[config.mk]
export PLATFORM = sky130hd
export DESIGN_NAME = switch_core
export DESIGN_NICKNAME = d
export VERILOG_FILES = /design/src/common/switch_pkg.sv /design/src/hdl/flow_table.sv /design/src/pipeline/hdr_parser.sv /design/src/pipeline/key_matcher.sv /design/src/pipeline/action_executor.sv /design/src/hdl/pkt_latch.sv /design/src/hdl/switch_core.sv
export SDC_FILE = /design/constraint.sdc
export NUM_CORES = 2
export LEC_CHECK = 0
export BUFFER_PORTS_ARGS = -buffer_cell sky130_fd_sc_hd__buf_4
export CAP_MARGIN = 20
export CORE_MARGIN = 4
export CORE_UTILIZATION = 35
export CTS_CLUSTER_SIZE = 20
export DETAILED_ROUTE_END_ITERATION = 10
export MAX_ROUTING_LAYER = met4
export SYNTH_ARGS = -nofsm -noshare
export SYNTH_HDL_FRONTEND = slang
export SYNTH_SLANG_ARGS = --single-unit
[constraint.sdc]
create_clock -name clk -period 4.85 [get_ports clk]
set_clock_uncertainty 0.15 [all_clocks]
set_input_delay 0.7275 -clock clk [delete_from_list [all_inputs] [get_ports clk]]
set_output_delay 0.7275 -clock clk [all_outputs]
set_load 0.01 [all_outputs]
[src/common/switch_pkg.sv]
package switch_pkg;

    // header geometry, byte i of a header sits at bits [8*i +: 8]
    localparam int HDR_LEN   = 16;
    localparam int TAG_OFF   = 0;
    localparam int KEY_OFF   = 2;
    localparam int KEY_BYTES = 2;

    localparam int NUM_PORTS  = 4;
    localparam int PARSE_SIZE = 4;

    // controller port
    localparam int ADDR_W = 8;
    localparam int DATA_W = 32;

    // top two address bits pick the region
    localparam logic [1:0] REGION_PARSE  = 2'd0;
    localparam logic [1:0] REGION_MATCH  = 2'd1;
    localparam logic [1:0] REGION_ACTION = 2'd2;
    localparam logic [1:0] REGION_MISS   = 2'd3;

    typedef logic [HDR_LEN*8-1:0]   hdr_t;
    typedef logic [3:0]             hdr_id_t;
    typedef logic [KEY_BYTES*8-1:0] key_t;
    typedef logic [NUM_PORTS-1:0]   port_mask_t;

    typedef enum logic [1:0] {
        OP_FORWARD = 2'd0,
        OP_REWRITE = 2'd1,
        OP_DROP    = 2'd2
    } op_e;

    typedef struct packed {
        logic        valid;
        logic [18:0] rsvd;
        logic [7:0]  tag;
        hdr_id_t     hdr_id;
    } parse_entry_t;

    typedef struct packed {
        logic        valid;
        logic [10:0] rsvd;
        hdr_id_t     hdr_id;
        key_t        key;
    } match_entry_t;

    typedef struct packed {
        op_e         op;
        logic [13:0] rsvd;
        port_mask_t  port;
        logic [3:0]  byte_idx;
        logic [7:0]  byte_val;
    } action_t;

    // one controller word, meaning depends on region
    typedef union packed {
        parse_entry_t        parse;
        match_entry_t        flow;
        action_t             act;
        logic [DATA_W-1:0]   raw;
    } table_word_u;

endpackage

[src/hdl/flow_table.sv]
`timescale 1ns/1ps

module flow_table #(
    parameter int NUM_ENTRIES = 8
) (
    input  logic                          clk,
    input  logic                          reset_i,
    input  logic                          ctrl_mem_ce_i,
    input  logic                          ctrl_mem_we_i,
    input  logic [switch_pkg::ADDR_W-1:0] ctrl_mem_addr_i,
    input  logic [switch_pkg::DATA_W-1:0] ctrl_mem_data_i,
    output logic [switch_pkg::DATA_W-1:0] ctrl_mem_data_o,
    output logic                          ctrl_mem_ready_o,
    output switch_pkg::parse_entry_t      parse_tab_o [switch_pkg::PARSE_SIZE],
    output switch_pkg::match_entry_t      match_tab_o [NUM_ENTRIES],
    output switch_pkg::action_t           action_tab_o [NUM_ENTRIES],
    output switch_pkg::action_t           miss_action_o
);
    import switch_pkg::*;

    localparam int IDX_W  = ADDR_W - 2;
    localparam int PIDX_W = $clog2(PARSE_SIZE);
    localparam int EIDX_W = $clog2(NUM_ENTRIES);

    logic [1:0]       region;
    logic [IDX_W-1:0] idx;
    logic             parse_ok;
    logic             entry_ok;
    logic             miss_ok;
    table_word_u      wr_word;
    table_word_u      rd_word;

    assign region   = ctrl_mem_addr_i[ADDR_W-1 -: 2];
    assign idx      = ctrl_mem_addr_i[IDX_W-1:0];
    assign parse_ok = idx < IDX_W'(PARSE_SIZE);
    assign entry_ok = idx < IDX_W'(NUM_ENTRIES);
    // miss region holds a single word at index 0
    assign miss_ok  = idx == '0;
    assign wr_word  = ctrl_mem_data_i;

    always_ff @(posedge clk) begin
        if (reset_i) begin
            for (int i = 0; i < PARSE_SIZE; i++) begin
                parse_tab_o[i] <= '0;
            end
            for (int i = 0; i < NUM_ENTRIES; i++) begin
                match_tab_o[i]  <= '0;
                action_tab_o[i] <= '0;
            end
            miss_action_o <= '0;
        end else if (ctrl_mem_ce_i && ctrl_mem_we_i) begin
            case (region)
                REGION_PARSE: if (parse_ok) parse_tab_o[idx[PIDX_W-1:0]] <= wr_word.parse;
                REGION_MATCH: if (entry_ok) match_tab_o[idx[EIDX_W-1:0]] <= wr_word.flow;
                REGION_ACTION: if (entry_ok) action_tab_o[idx[EIDX_W-1:0]] <= wr_word.act;
                default: if (miss_ok) miss_action_o <= wr_word.act;
            endcase
        end
    end

    // readback, unmapped indices give zero
    always_comb begin
        rd_word = '0;
        case (region)
            REGION_PARSE: if (parse_ok) rd_word.parse = parse_tab_o[idx[PIDX_W-1:0]];
            REGION_MATCH: if (entry_ok) rd_word.flow = match_tab_o[idx[EIDX_W-1:0]];
            REGION_ACTION: if (entry_ok) rd_word.act = action_tab_o[idx[EIDX_W-1:0]];
            default: if (miss_ok) rd_word.act = miss_action_o;
        endcase
    end

    always_ff @(posedge clk) begin
        if (reset_i) begin
            ctrl_mem_ready_o <= 1'b0;
        end else begin
            ctrl_mem_ready_o <= ctrl_mem_ce_i;
        end
    end

    always_ff @(posedge clk) begin
        ctrl_mem_data_o <= (ctrl_mem_ce_i && !ctrl_mem_we_i) ? rd_word.raw : '0;
    end

    a_ready_after_ce: assert property (
        @(posedge clk) disable iff (reset_i)
        $rose(ctrl_mem_ready_o) |-> $past(ctrl_mem_ce_i)
    );

endmodule

[src/pipeline/hdr_parser.sv]
`timescale 1ns/1ps

module hdr_parser (
    input  logic                     clk,
    input  logic                     reset_i,
    input  logic                     pkt_valid_i,
    input  switch_pkg::hdr_t         pkt_hdr_i,
    input  switch_pkg::parse_entry_t parse_tab_i [switch_pkg::PARSE_SIZE],
    output logic                     ps_valid_o,
    output switch_pkg::hdr_t         ps_hdr_o,
    output switch_pkg::hdr_id_t      ps_hdr_id_o
);
    import switch_pkg::*;

    logic [7:0] tag;
    hdr_id_t    hdr_id;

    assign tag = pkt_hdr_i[TAG_OFF*8 +: 8];

    always_comb begin
        hdr_id = '0;
        // walk downwards so the lowest matching index is left standing
        for (int i = PARSE_SIZE - 1; i >= 0; i--) begin
            if (parse_tab_i[i].valid && parse_tab_i[i].tag == tag) begin
                hdr_id = parse_tab_i[i].hdr_id;
            end
        end
    end

    always_ff @(posedge clk) begin
        if (reset_i) begin
            ps_valid_o <= 1'b0;
        end else begin
            ps_valid_o <= pkt_valid_i;
        end
    end

    // header travels on from here to the executor
    always_ff @(posedge clk) begin
        if (pkt_valid_i) begin
            ps_hdr_o    <= pkt_hdr_i;
            ps_hdr_id_o <= hdr_id;
        end
    end

endmodule

[src/pipeline/key_matcher.sv]
`timescale 1ns/1ps

module key_matcher #(
    parameter int NUM_ENTRIES = 8
) (
    input  logic                     clk,
    input  logic                     reset_i,
    input  logic                     pkt_valid_i,
    input  switch_pkg::hdr_t         pkt_hdr_i,
    input  switch_pkg::match_entry_t match_tab_i [NUM_ENTRIES],
    output logic [NUM_ENTRIES-1:0]   mt_hits_o,
    output switch_pkg::hdr_id_t      mt_hdr_ids_o [NUM_ENTRIES]
);
    import switch_pkg::*;

    key_t                   key;
    logic [NUM_ENTRIES-1:0] hits;

    assign key = pkt_hdr_i[KEY_OFF*8 +: KEY_BYTES*8];

    // one comparator per flow entry
    always_comb begin
        for (int i = 0; i < NUM_ENTRIES; i++) begin
            hits[i] = match_tab_i[i].valid && (match_tab_i[i].key == key);
        end
    end

    always_ff @(posedge clk) begin
        if (reset_i) begin
            mt_hits_o <= '0;
        end else begin
            mt_hits_o <= pkt_valid_i ? hits : '0;
        end
    end

    // class check happens one stage later against the parser result
    always_ff @(posedge clk) begin
        if (pkt_valid_i) begin
            for (int i = 0; i < NUM_ENTRIES; i++) begin
                mt_hdr_ids_o[i] <= match_tab_i[i].hdr_id;
            end
        end
    end

endmodule

[src/pipeline/action_executor.sv]
`timescale 1ns/1ps

module action_executor #(
    parameter int NUM_ENTRIES = 8
) (
    input  logic                   clk,
    input  logic                   reset_i,
    input  logic                   ps_valid_i,
    input  switch_pkg::hdr_t       ps_hdr_i,
    input  switch_pkg::hdr_id_t    ps_hdr_id_i,
    input  logic [NUM_ENTRIES-1:0] mt_hits_i,
    input  switch_pkg::hdr_id_t    mt_hdr_ids_i [NUM_ENTRIES],
    input  switch_pkg::action_t    action_tab_i [NUM_ENTRIES],
    input  switch_pkg::action_t    miss_action_i,
    output logic                   ex_wr_o,
    output switch_pkg::hdr_t       ex_hdr_o,
    output switch_pkg::port_mask_t ex_port_o
);
    import switch_pkg::*;

    action_t                act_tab_q [NUM_ENTRIES];
    action_t                miss_q;
    logic [NUM_ENTRIES-1:0] qual_hits;
    logic                   hit;
    action_t                act;
    hdr_t                   hdr_new;
    logic                   drop;

    // actions as they stood when stage 1 sampled the packet
    always_ff @(posedge clk) begin
        act_tab_q <= action_tab_i;
        miss_q    <= miss_action_i;
    end

    always_comb begin
        for (int i = 0; i < NUM_ENTRIES; i++) begin
            qual_hits[i] = mt_hits_i[i] && (mt_hdr_ids_i[i] == ps_hdr_id_i);
        end
    end

    // lowest hitting index wins, else miss action
    always_comb begin
        hit = 1'b0;
        act = miss_q;
        for (int i = NUM_ENTRIES - 1; i >= 0; i--) begin
            if (qual_hits[i]) begin
                hit = 1'b1;
                act = act_tab_q[i];
            end
        end
    end

    always_comb begin
        hdr_new = ps_hdr_i;
        drop    = 1'b0;
        case (act.op)
            OP_FORWARD: drop = 1'b0;
            OP_REWRITE: hdr_new[act.byte_idx*8 +: 8] = act.byte_val;
            default: drop = 1'b1;
        endcase
    end

    always_ff @(posedge clk) begin
        if (reset_i) begin
            ex_wr_o <= 1'b0;
        end else begin
            ex_wr_o <= ps_valid_i && !drop;
        end
    end

    always_ff @(posedge clk) begin
        if (ps_valid_i) begin
            ex_hdr_o  <= hdr_new;
            ex_port_o <= act.port;
        end
    end

    a_hit_has_port: assert property (
        @(posedge clk) disable iff (reset_i)
        ex_wr_o && $past(hit) |-> ex_port_o != '0
    );

endmodule

[src/hdl/pkt_latch.sv]
`timescale 1ns/1ps

module pkt_latch (
    input  logic                   clk,
    input  logic                   reset_i,
    input  logic                   wr_i,
    input  switch_pkg::hdr_t       pkt_hdr_i,
    input  switch_pkg::port_mask_t out_port_i,
    input  logic                   rd_i,
    output switch_pkg::hdr_t       pkt_hdr_o,
    output switch_pkg::port_mask_t out_port_o,
    output logic                   empty_o
);

    // write beats read, a write while full overwrites
    always_ff @(posedge clk) begin
        if (reset_i) begin
            empty_o <= 1'b1;
        end else if (wr_i) begin
            empty_o <= 1'b0;
        end else if (rd_i) begin
            empty_o <= 1'b1;
        end
    end

    always_ff @(posedge clk) begin
        if (wr_i) begin
            pkt_hdr_o  <= pkt_hdr_i;
            out_port_o <= out_port_i;
        end
    end

    a_no_read_when_empty: assert property (
        @(posedge clk) disable iff (reset_i)
        empty_o |-> !rd_i
    );

endmodule

[src/hdl/switch_core.sv]
`timescale 1ns/1ps

module switch_core #(
    parameter int NUM_ENTRIES = 8
) (
    input  logic                          clk,
    input  logic                          reset_i,
    // packet in
    input  logic                          sw_wr_i,
    input  switch_pkg::hdr_t              sw_pkt_hdr_i,
    // packet out
    input  logic                          sw_rd_i,
    output switch_pkg::hdr_t              sw_pkt_hdr_o,
    output switch_pkg::port_mask_t        sw_out_port_o,
    output logic                          sw_out_empty_o,
    // controller access to the tables
    input  logic                          ctrl_mem_ce_i,
    input  logic                          ctrl_mem_we_i,
    input  logic [switch_pkg::ADDR_W-1:0] ctrl_mem_addr_i,
    input  logic [switch_pkg::DATA_W-1:0] ctrl_mem_data_i,
    output logic [switch_pkg::DATA_W-1:0] ctrl_mem_data_o,
    output logic                          ctrl_mem_ready_o
);
    import switch_pkg::*;

    parse_entry_t           parse_tab [PARSE_SIZE];
    match_entry_t           match_tab [NUM_ENTRIES];
    action_t                action_tab [NUM_ENTRIES];
    action_t                miss_action;

    logic                   ps_valid;
    hdr_t                   ps_hdr;
    hdr_id_t                ps_hdr_id;
    logic [NUM_ENTRIES-1:0] mt_hits;
    hdr_id_t                mt_hdr_ids [NUM_ENTRIES];

    logic                   ex_wr;
    hdr_t                   ex_hdr;
    port_mask_t             ex_port;

    flow_table #(
        .NUM_ENTRIES(NUM_ENTRIES)
    ) flow_table0 (
        .clk(clk),
        .reset_i(reset_i),
        .ctrl_mem_ce_i(ctrl_mem_ce_i),
        .ctrl_mem_we_i(ctrl_mem_we_i),
        .ctrl_mem_addr_i(ctrl_mem_addr_i),
        .ctrl_mem_data_i(ctrl_mem_data_i),
        .ctrl_mem_data_o(ctrl_mem_data_o),
        .ctrl_mem_ready_o(ctrl_mem_ready_o),
        .parse_tab_o(parse_tab),
        .match_tab_o(match_tab),
        .action_tab_o(action_tab),
        .miss_action_o(miss_action)
    );

    // stage 1, parser and matcher side by side
    hdr_parser hdr_parser0 (
        .clk(clk),
        .reset_i(reset_i),
        .pkt_valid_i(sw_wr_i),
        .pkt_hdr_i(sw_pkt_hdr_i),
        .parse_tab_i(parse_tab),
        .ps_valid_o(ps_valid),
        .ps_hdr_o(ps_hdr),
        .ps_hdr_id_o(ps_hdr_id)
    );

    key_matcher #(
        .NUM_ENTRIES(NUM_ENTRIES)
    ) key_matcher0 (
        .clk(clk),
        .reset_i(reset_i),
        .pkt_valid_i(sw_wr_i),
        .pkt_hdr_i(sw_pkt_hdr_i),
        .match_tab_i(match_tab),
        .mt_hits_o(mt_hits),
        .mt_hdr_ids_o(mt_hdr_ids)
    );

    // stage 2
    action_executor #(
        .NUM_ENTRIES(NUM_ENTRIES)
    ) action_executor0 (
        .clk(clk),
        .reset_i(reset_i),
        .ps_valid_i(ps_valid),
        .ps_hdr_i(ps_hdr),
        .ps_hdr_id_i(ps_hdr_id),
        .mt_hits_i(mt_hits),
        .mt_hdr_ids_i(mt_hdr_ids),
        .action_tab_i(action_tab),
        .miss_action_i(miss_action),
        .ex_wr_o(ex_wr),
        .ex_hdr_o(ex_hdr),
        .ex_port_o(ex_port)
    );

    pkt_latch pkt_latch0 (
        .clk(clk),
        .reset_i(reset_i),
        .wr_i(ex_wr),
        .pkt_hdr_i(ex_hdr),
        .out_port_i(ex_port),
        .rd_i(sw_rd_i),
        .pkt_hdr_o(sw_pkt_hdr_o),
        .out_port_o(sw_out_port_o),
        .empty_o(sw_out_empty_o)
    );

endmodule

# Word-level counts from Yosys, hierarchy flattened
# Cells that the tools add are included.
word_totals:
  regBits: 1432
  out_inout_bits: 166
  wordCells: 268
classes:
  eq_ne: 23
  n_reduce_logical: 37
  shift: 2
  bitwise: 4
  add_sub_neg: 1
  order_cmp: 6
  muxes: 37
ops:
  columns: ["operator", "n"]
  rows:
  - ["32-bit 2-to-1 mux", 20]
  - ["256-bit bitwise mux", 2]
  - ["128-bit bitwise mux", 2]
  - ["32-bit binary-select mux with 3-bit select", 2]
  - ["16-bit == test", 8]
  - ["128-bit 2-to-1 mux", 1]
  - ["8-bit by 34-bit variable shift with 128-bit output, first input constant", 1]
  - ["8-bit by 34-bit indexed part select with 128-bit output", 1]
  - ["32-bit demux with 3-bit select", 1]
  - ["32-bit one-hot mux with 3 select lines", 1]
  - ["32-bit binary-select mux with 2-bit select", 1]
  - ["32-bit demux with 2-bit select", 1]
  - ["7-bit negator with 34-bit output", 1]
  - ["4-bit == test", 8]
  - ["8-bit == test", 4]
  - ["1-bit logical AND", 25]
  - ["4-bit 2-to-1 mux", 4]
  - ["3-bit AND reduction", 4]
  - ["6-bit zero test", 1]
  - ["6-bit by 3-bit less-than comparator with 1-bit output, second input constant", 1]
  - ["6-bit by 4-bit less-than comparator with 1-bit output, second input constant", 1]
  - ["2-bit by 1-bit == test with 1-bit output, second input constant", 2]
  - ["4-bit >= comparator, second input constant", 1]
  - ["2-bit zero test", 2]
  - ["12 further kinds", 15]

# Depth between registers and ports, before layout
logic_depth:
  ltp_word: 14
  mapped_depth: 17
  mapped_depth_nobuf: 13

# By module
# From an unflattened synthesis, not the netlist that was laid out.
unflattened:
  cells_unflattened: 5017
  hier_area_um2: 55645.9
by_module_without_submodules:
  columns: ["mod", "instances", "area_each_um2", "cells_per_inst"]
  rows:
  - ["flow_table", 1, 32940.3, 3611]
  - ["action_executor", 1, 11408.4, 832]
  - ["hdr_parser", 1, 4509.3, 205]
  - ["pkt_latch", 1, 3998.8, 135]
  - ["key_matcher", 1, 2788.9, 234]

# Worst setup path before layout
# Ideal clock, no wire load.
synth_timing:
  path_type: "register -> register"
  startpoint: "register hdr_parser0.ps_hdr_id_o[2]"
  endpoint: "register action_executor0.ex_hdr_o[10], data pin"
  stages_incl_launch_ff: 17
  slack_ns: 0.877
  arrival_time_ns: 3.563
  setup_time_ns: 0.260
  cell_sequence: "edfxtp_1 > buf_6 > xor2_1 > nor3_1 > and3_1 > buf_2 > buf_1 > o221ai_1 > nor2_1 > inv_1 > ha_1 > or3_1 > clkbuf_1 > and2_1 > buf_4 > nand3_2 > mux2_2"
synth_via:
  elab_chain_len: 14
  elab_cells_between_ends: 30
  classes_between: "1 x add/sub; 9 x eq/ne; 2 x shift; 10 x mux; 8 x reduce/logical"
synth_lines:
  columns: ["item", "line", "rtl"]
  rows:
  - ["from (decl)", "hdr_parser.sv:11", "output switch_pkg::hdr_id_t ps_hdr_id_o"]
  - ["from (signal assigned)", "hdr_parser.sv:42", "ps_hdr_id_o <= hdr_id;"]
  - ["4-bit == test", "action_executor.sv:37", "qual_hits[i] = mt_hits_i[i] && (mt_hdr_ids_i[i] == ps_hdr_id_i);"]
  - ["1-bit logical AND", "action_executor.sv:37", null]
  - ["32-bit 2-to-1 mux (7 in series)", "action_executor.sv:46", "if (qual_hits[i]) begin"]
  - ["32-bit 2-to-1 mux (*)", "action_executor.sv:46", null]
  - ["7-bit negator with 34-bit output", "action_executor.sv:58", "OP_REWRITE: hdr_new[act.byte_idx*8 +: 8] = act.byte_val;"]
  - ["8-bit by 34-bit indexed part select with 128-bit output or 8-bit by 34-bit variable shift with 128-bit output (tied branches)", "action_executor.sv:58", null]
  - ["128-bit bitwise mux", "action_executor.sv:58", null]
  - ["128-bit 2-to-1 mux (*)", "action_executor.sv:56", "case (act.op)"]
  - ["net action_executor0.hdr_new[10]", "action_executor.sv:26", "hdr_t hdr_new;"]
  - ["to (signal assigned)", "action_executor.sv:73", "ex_hdr_o <= hdr_new;"]
  - ["to (decl)", "action_executor.sv:16", "output switch_pkg::hdr_t ex_hdr_o,"]
# Mark *: on every way through the listed nets, which the timed path passes. The rest lies on a longest branch.
# A chain may end at the register's enable or synchronous reset.

# Final worst setup path
layout_timing:
  startpoint: "register hdr_parser0.ps_hdr_id_o[0]"
  endpoint: "register action_executor0.ex_hdr_o[41], data pin"
# Same word-level chain as after synthesis.

==> run metrics <==
status=finished, final reports clean; most frequent cells in the layout=1383 x nand2_1, 876 x dfxtp_1, 709 x a21oi_1; input/output buffers=roughly 340; most common cell after layout, fill and taps aside=nand2_1; post-synthesis async set-or-reset flop share=0%; RePlAce Congestion=approximately 0.93; worst hold path type=in2reg; GR Util All Layers=between 20% and 30%; register bit total from synthesis=between 1k and 1.5k; CP startpoint kind=flip-flop; # rows=140; CP cell instances=xnor2_1, nand3_1, nor2_2, mux2_2, a221o_1, o22ai_1, nor2_1, ha_1, and3b_1, and3_1, mux2_2; number of synthesized flops with an enable pin=between 400 and 500; post-route ant nets=0; endpoint class of the critical path=flip-flop; routed len/inst=around 25 µm; worst-margin pin slew=around 1.2 ns; Via-to-Cell Ratio=about 5.4; total core area=146000 µm²; hpwl dp=approximately 120000 µm; yosys warns=0; Root Buffer=clkbuf_16; Pleak=~21 nW; initial core utilization=35.3%; Clock transition at path regs=about 0.06 ns; fraction of layout cells with a size suffix above 1=between 10% and 20%; largest family of logic cells by synthesized area=simple AND/OR/NAND/NOR gates; final setup vio count=0; Crit Path Class=reg2reg; CP arrival=approximately 5 ns; largest net degree at the start of global routing=208; Cell Area, Synth=51400 µm²; pwr dens=~380 nW/µm²; Num CTS Buffers=132; CTS sink count=approximately 1.3k; min Tclk post-route=between 4 and 5 ns; Slew Viols, Final=0; H-tree depth=4; Clk Latency, worst-skew pair=between 0.7 and 0.8 ns; CP max stage cell=edfxtp_1; Crit Path Max Fanout=8; vias post-DR=39.3k; Die Area=~150000 µm²; Netlist cell types=65; vias in the first global route=around 37k; Synth Flop Type=dfxtp_1; final wirelength=about 180000 µm; Max-Cap Viols=0; CP bufs+invs=0; CP top delay family=simple AND/OR/NAND/NOR gates; syn nets=just over 5k; CTS max path bufs=3; initial antenna violation count=22; XOR/XNOR Fraction of Synth Area=approximately 3.3%; fmax=0.214 GHz; final cycle utilization of the critical path=a little over nine tenths; Synth-to-Final Area Change=19.5%; CP max stage delay=between 0.6 and 0.7 ns; post-synthesis adder-cell area fraction=0.122%; Layout Nets=~5.4k; Synth Area in Simple Gates=about an eighth; DRC Markers=0; die width=slightly below 400 µm; grt total ovfl=0; io pins=340; Avg Cell Area, Syn=between 10 and 15 µm²; final cell count without fillers=7229; cell count after synthesis=4885; RSZ-0062 raised after global routing=no; TNS Setup=0 ns; Seq/Total Area, Yosys=between 50% and 60%; Compound-Gate Fraction of Synth Area=about a tenth; Final Hold Viols=0; TritonCTS clock tree=done; Die Ht=between 300 and 400 µm; Iteration-0 DRC Markers=about 4.7k; Slew Limit Headroom=a little over a fifth; Worst EP required=around 5.2 ns; global-route wire length before repair=about 260000 µm; mux contribution to synthesized area=10.4%; crit-path most repeated cell=mux2_2; placed insts=between 6k and 7k; DRT Pass-1 Iters=6; Max IR drop VDD=0.270 mV; r2r setup slk=around 0.18 ns
-- synthesized netlist by cell type (19+ instances only) --
master | number | share of area (%)
a221oi_1 | 28 | 0.48
edfxtp_1 | 428 | 25
xor2_1 | 63 | 1.1
nor2_1 | 143 | 1.0
a22oi_1 | 73 | 1.1
nand2_1 | 1385 | 10
nor4_1 | 25 | 0.30
mux2i_1 | 32 | 0.62
mux2_2 | 107 | 2.3
a21oi_1 | 710 | 6.9
dfxtp_1 | 878 | 34
nand4_1 | 30 | 0.36
inv_1 | 20 | 0.15
mux2_1 | 19 | 0.42
nor3_1 | 32 | 0.31
nand3_1 | 33 | 0.32
clkbuf_1 | 341 | 2.5
xnor2_1 | 125 | 2.1
buf_1 | 34 | 0.25
mux4_2 | 160 | 7.0
a21o_1 | 23 | 0.34
-- state kept, by name (all words and copies together) (netlist names) --
name / count
key_matcher0.mt_hdr_ids_o: 32
flow_table0.miss_action_o: 32
action_executor0.ex_hdr_o: 128
flow_table0.ctrl_mem_data_o: 32
action_executor0.act_tab_q: 144
hdr_parser0.ps_hdr_o: 128
flow_table0.parse_tab_o: 128
pkt_latch0.pkt_hdr_o: 128
key_matcher0.mt_hits_o: 8
action_executor0.ex_port_o: 4
action_executor0.ex_wr_o: 1
flow_table0.action_tab_o: 256
hdr_parser0.ps_valid_o: 1
hdr_parser0.ps_hdr_id_o: 4
action_executor0.miss_q: 18
flow_table0.match_tab_o: 256
flow_table0.ctrl_mem_ready_o: 1
pkt_latch0.out_port_o: 4
pkt_latch0.empty_o: 1
-- metrics by stage --
stage          utilization (%)  hold WS [ns]  setup WS [ns]  total power [mW]  instance area, µm²
2_1_floorplan                -         0.196          0.877              12.4               51400
3_3_place_gp              38.4         0.202          0.229              12.9               56000
3_5_place_dp              38.4         0.205          0.122              12.9               56000
4_1_cts                   42.1      0.000512          0.113              23.2               61400
5_1_grt                   42.1        0.0174         0.0360              23.7               61500
6_report                  42.1        0.0396          0.178              23.1               61500
-- power breakdown --
| group | switching, mW | internal [mW] |
|---|---|---|
| clock | 4.38 | 5.92 |
| combinational | 0.689 | 0.407 |
| sequential | 0.118 | 11.5 |
-- final cells by class --
cell class	instances	area [µm²]
fillers	13567	84400
clock buffers	192	3810
diodes	20	50.0
inverters	21	78.8
repair buffers	562	4670
well taps	1917	2400
multi-input cells	3165	19500
flip-flops and latches	1306	30400
clock inverters	46	510
-- worst paths after layout --
check                                    start  depth (start not counted)                        endpoint
setup reg to reg    hdr_parser0.ps_hdr_id_o[0]                         11   action_executor0.ex_hdr_o[41]
setup / recovery    hdr_parser0.ps_hdr_id_o[0]                         11   action_executor0.ex_hdr_o[41]
hold reg to reg   flow_table0.action_tab_o[39]                          0  action_executor0.act_tab_q[39]
hold / removal                sw_pkt_hdr_i[71]                          1        hdr_parser0.ps_hdr_o[71]
-- cell families (layout without fill, tap and decap cells) --
logic type,Yosys count,after routing
simple gates,1708,1708
flops,1306,1306
compound gates,942,942
buf+inv,414,821
mux,318,318
xor+xnor,192,192
fa+ha+maj,5,5
other cells,0,20
-- metal layers --
metal	part of all wire (%)	global-route usage (%)	up-vias	wire, µm
met2	44	34.8	2169	80000
met4	3.5	8.08	0	6250
li1	-	-	17601	-
met1	42	31.8	19198	75100
met3	10	4.82	302	18700
met5	0	-	-	0
-- timing repair --
action,CTS,global route
endpoints found under the hold margin,100,0
gates resized for setup,0,6
hold buffers,100,0
buffers inserted,0,7
setup endpoints to repair,0,118
(Power assumes the default switching activity.)
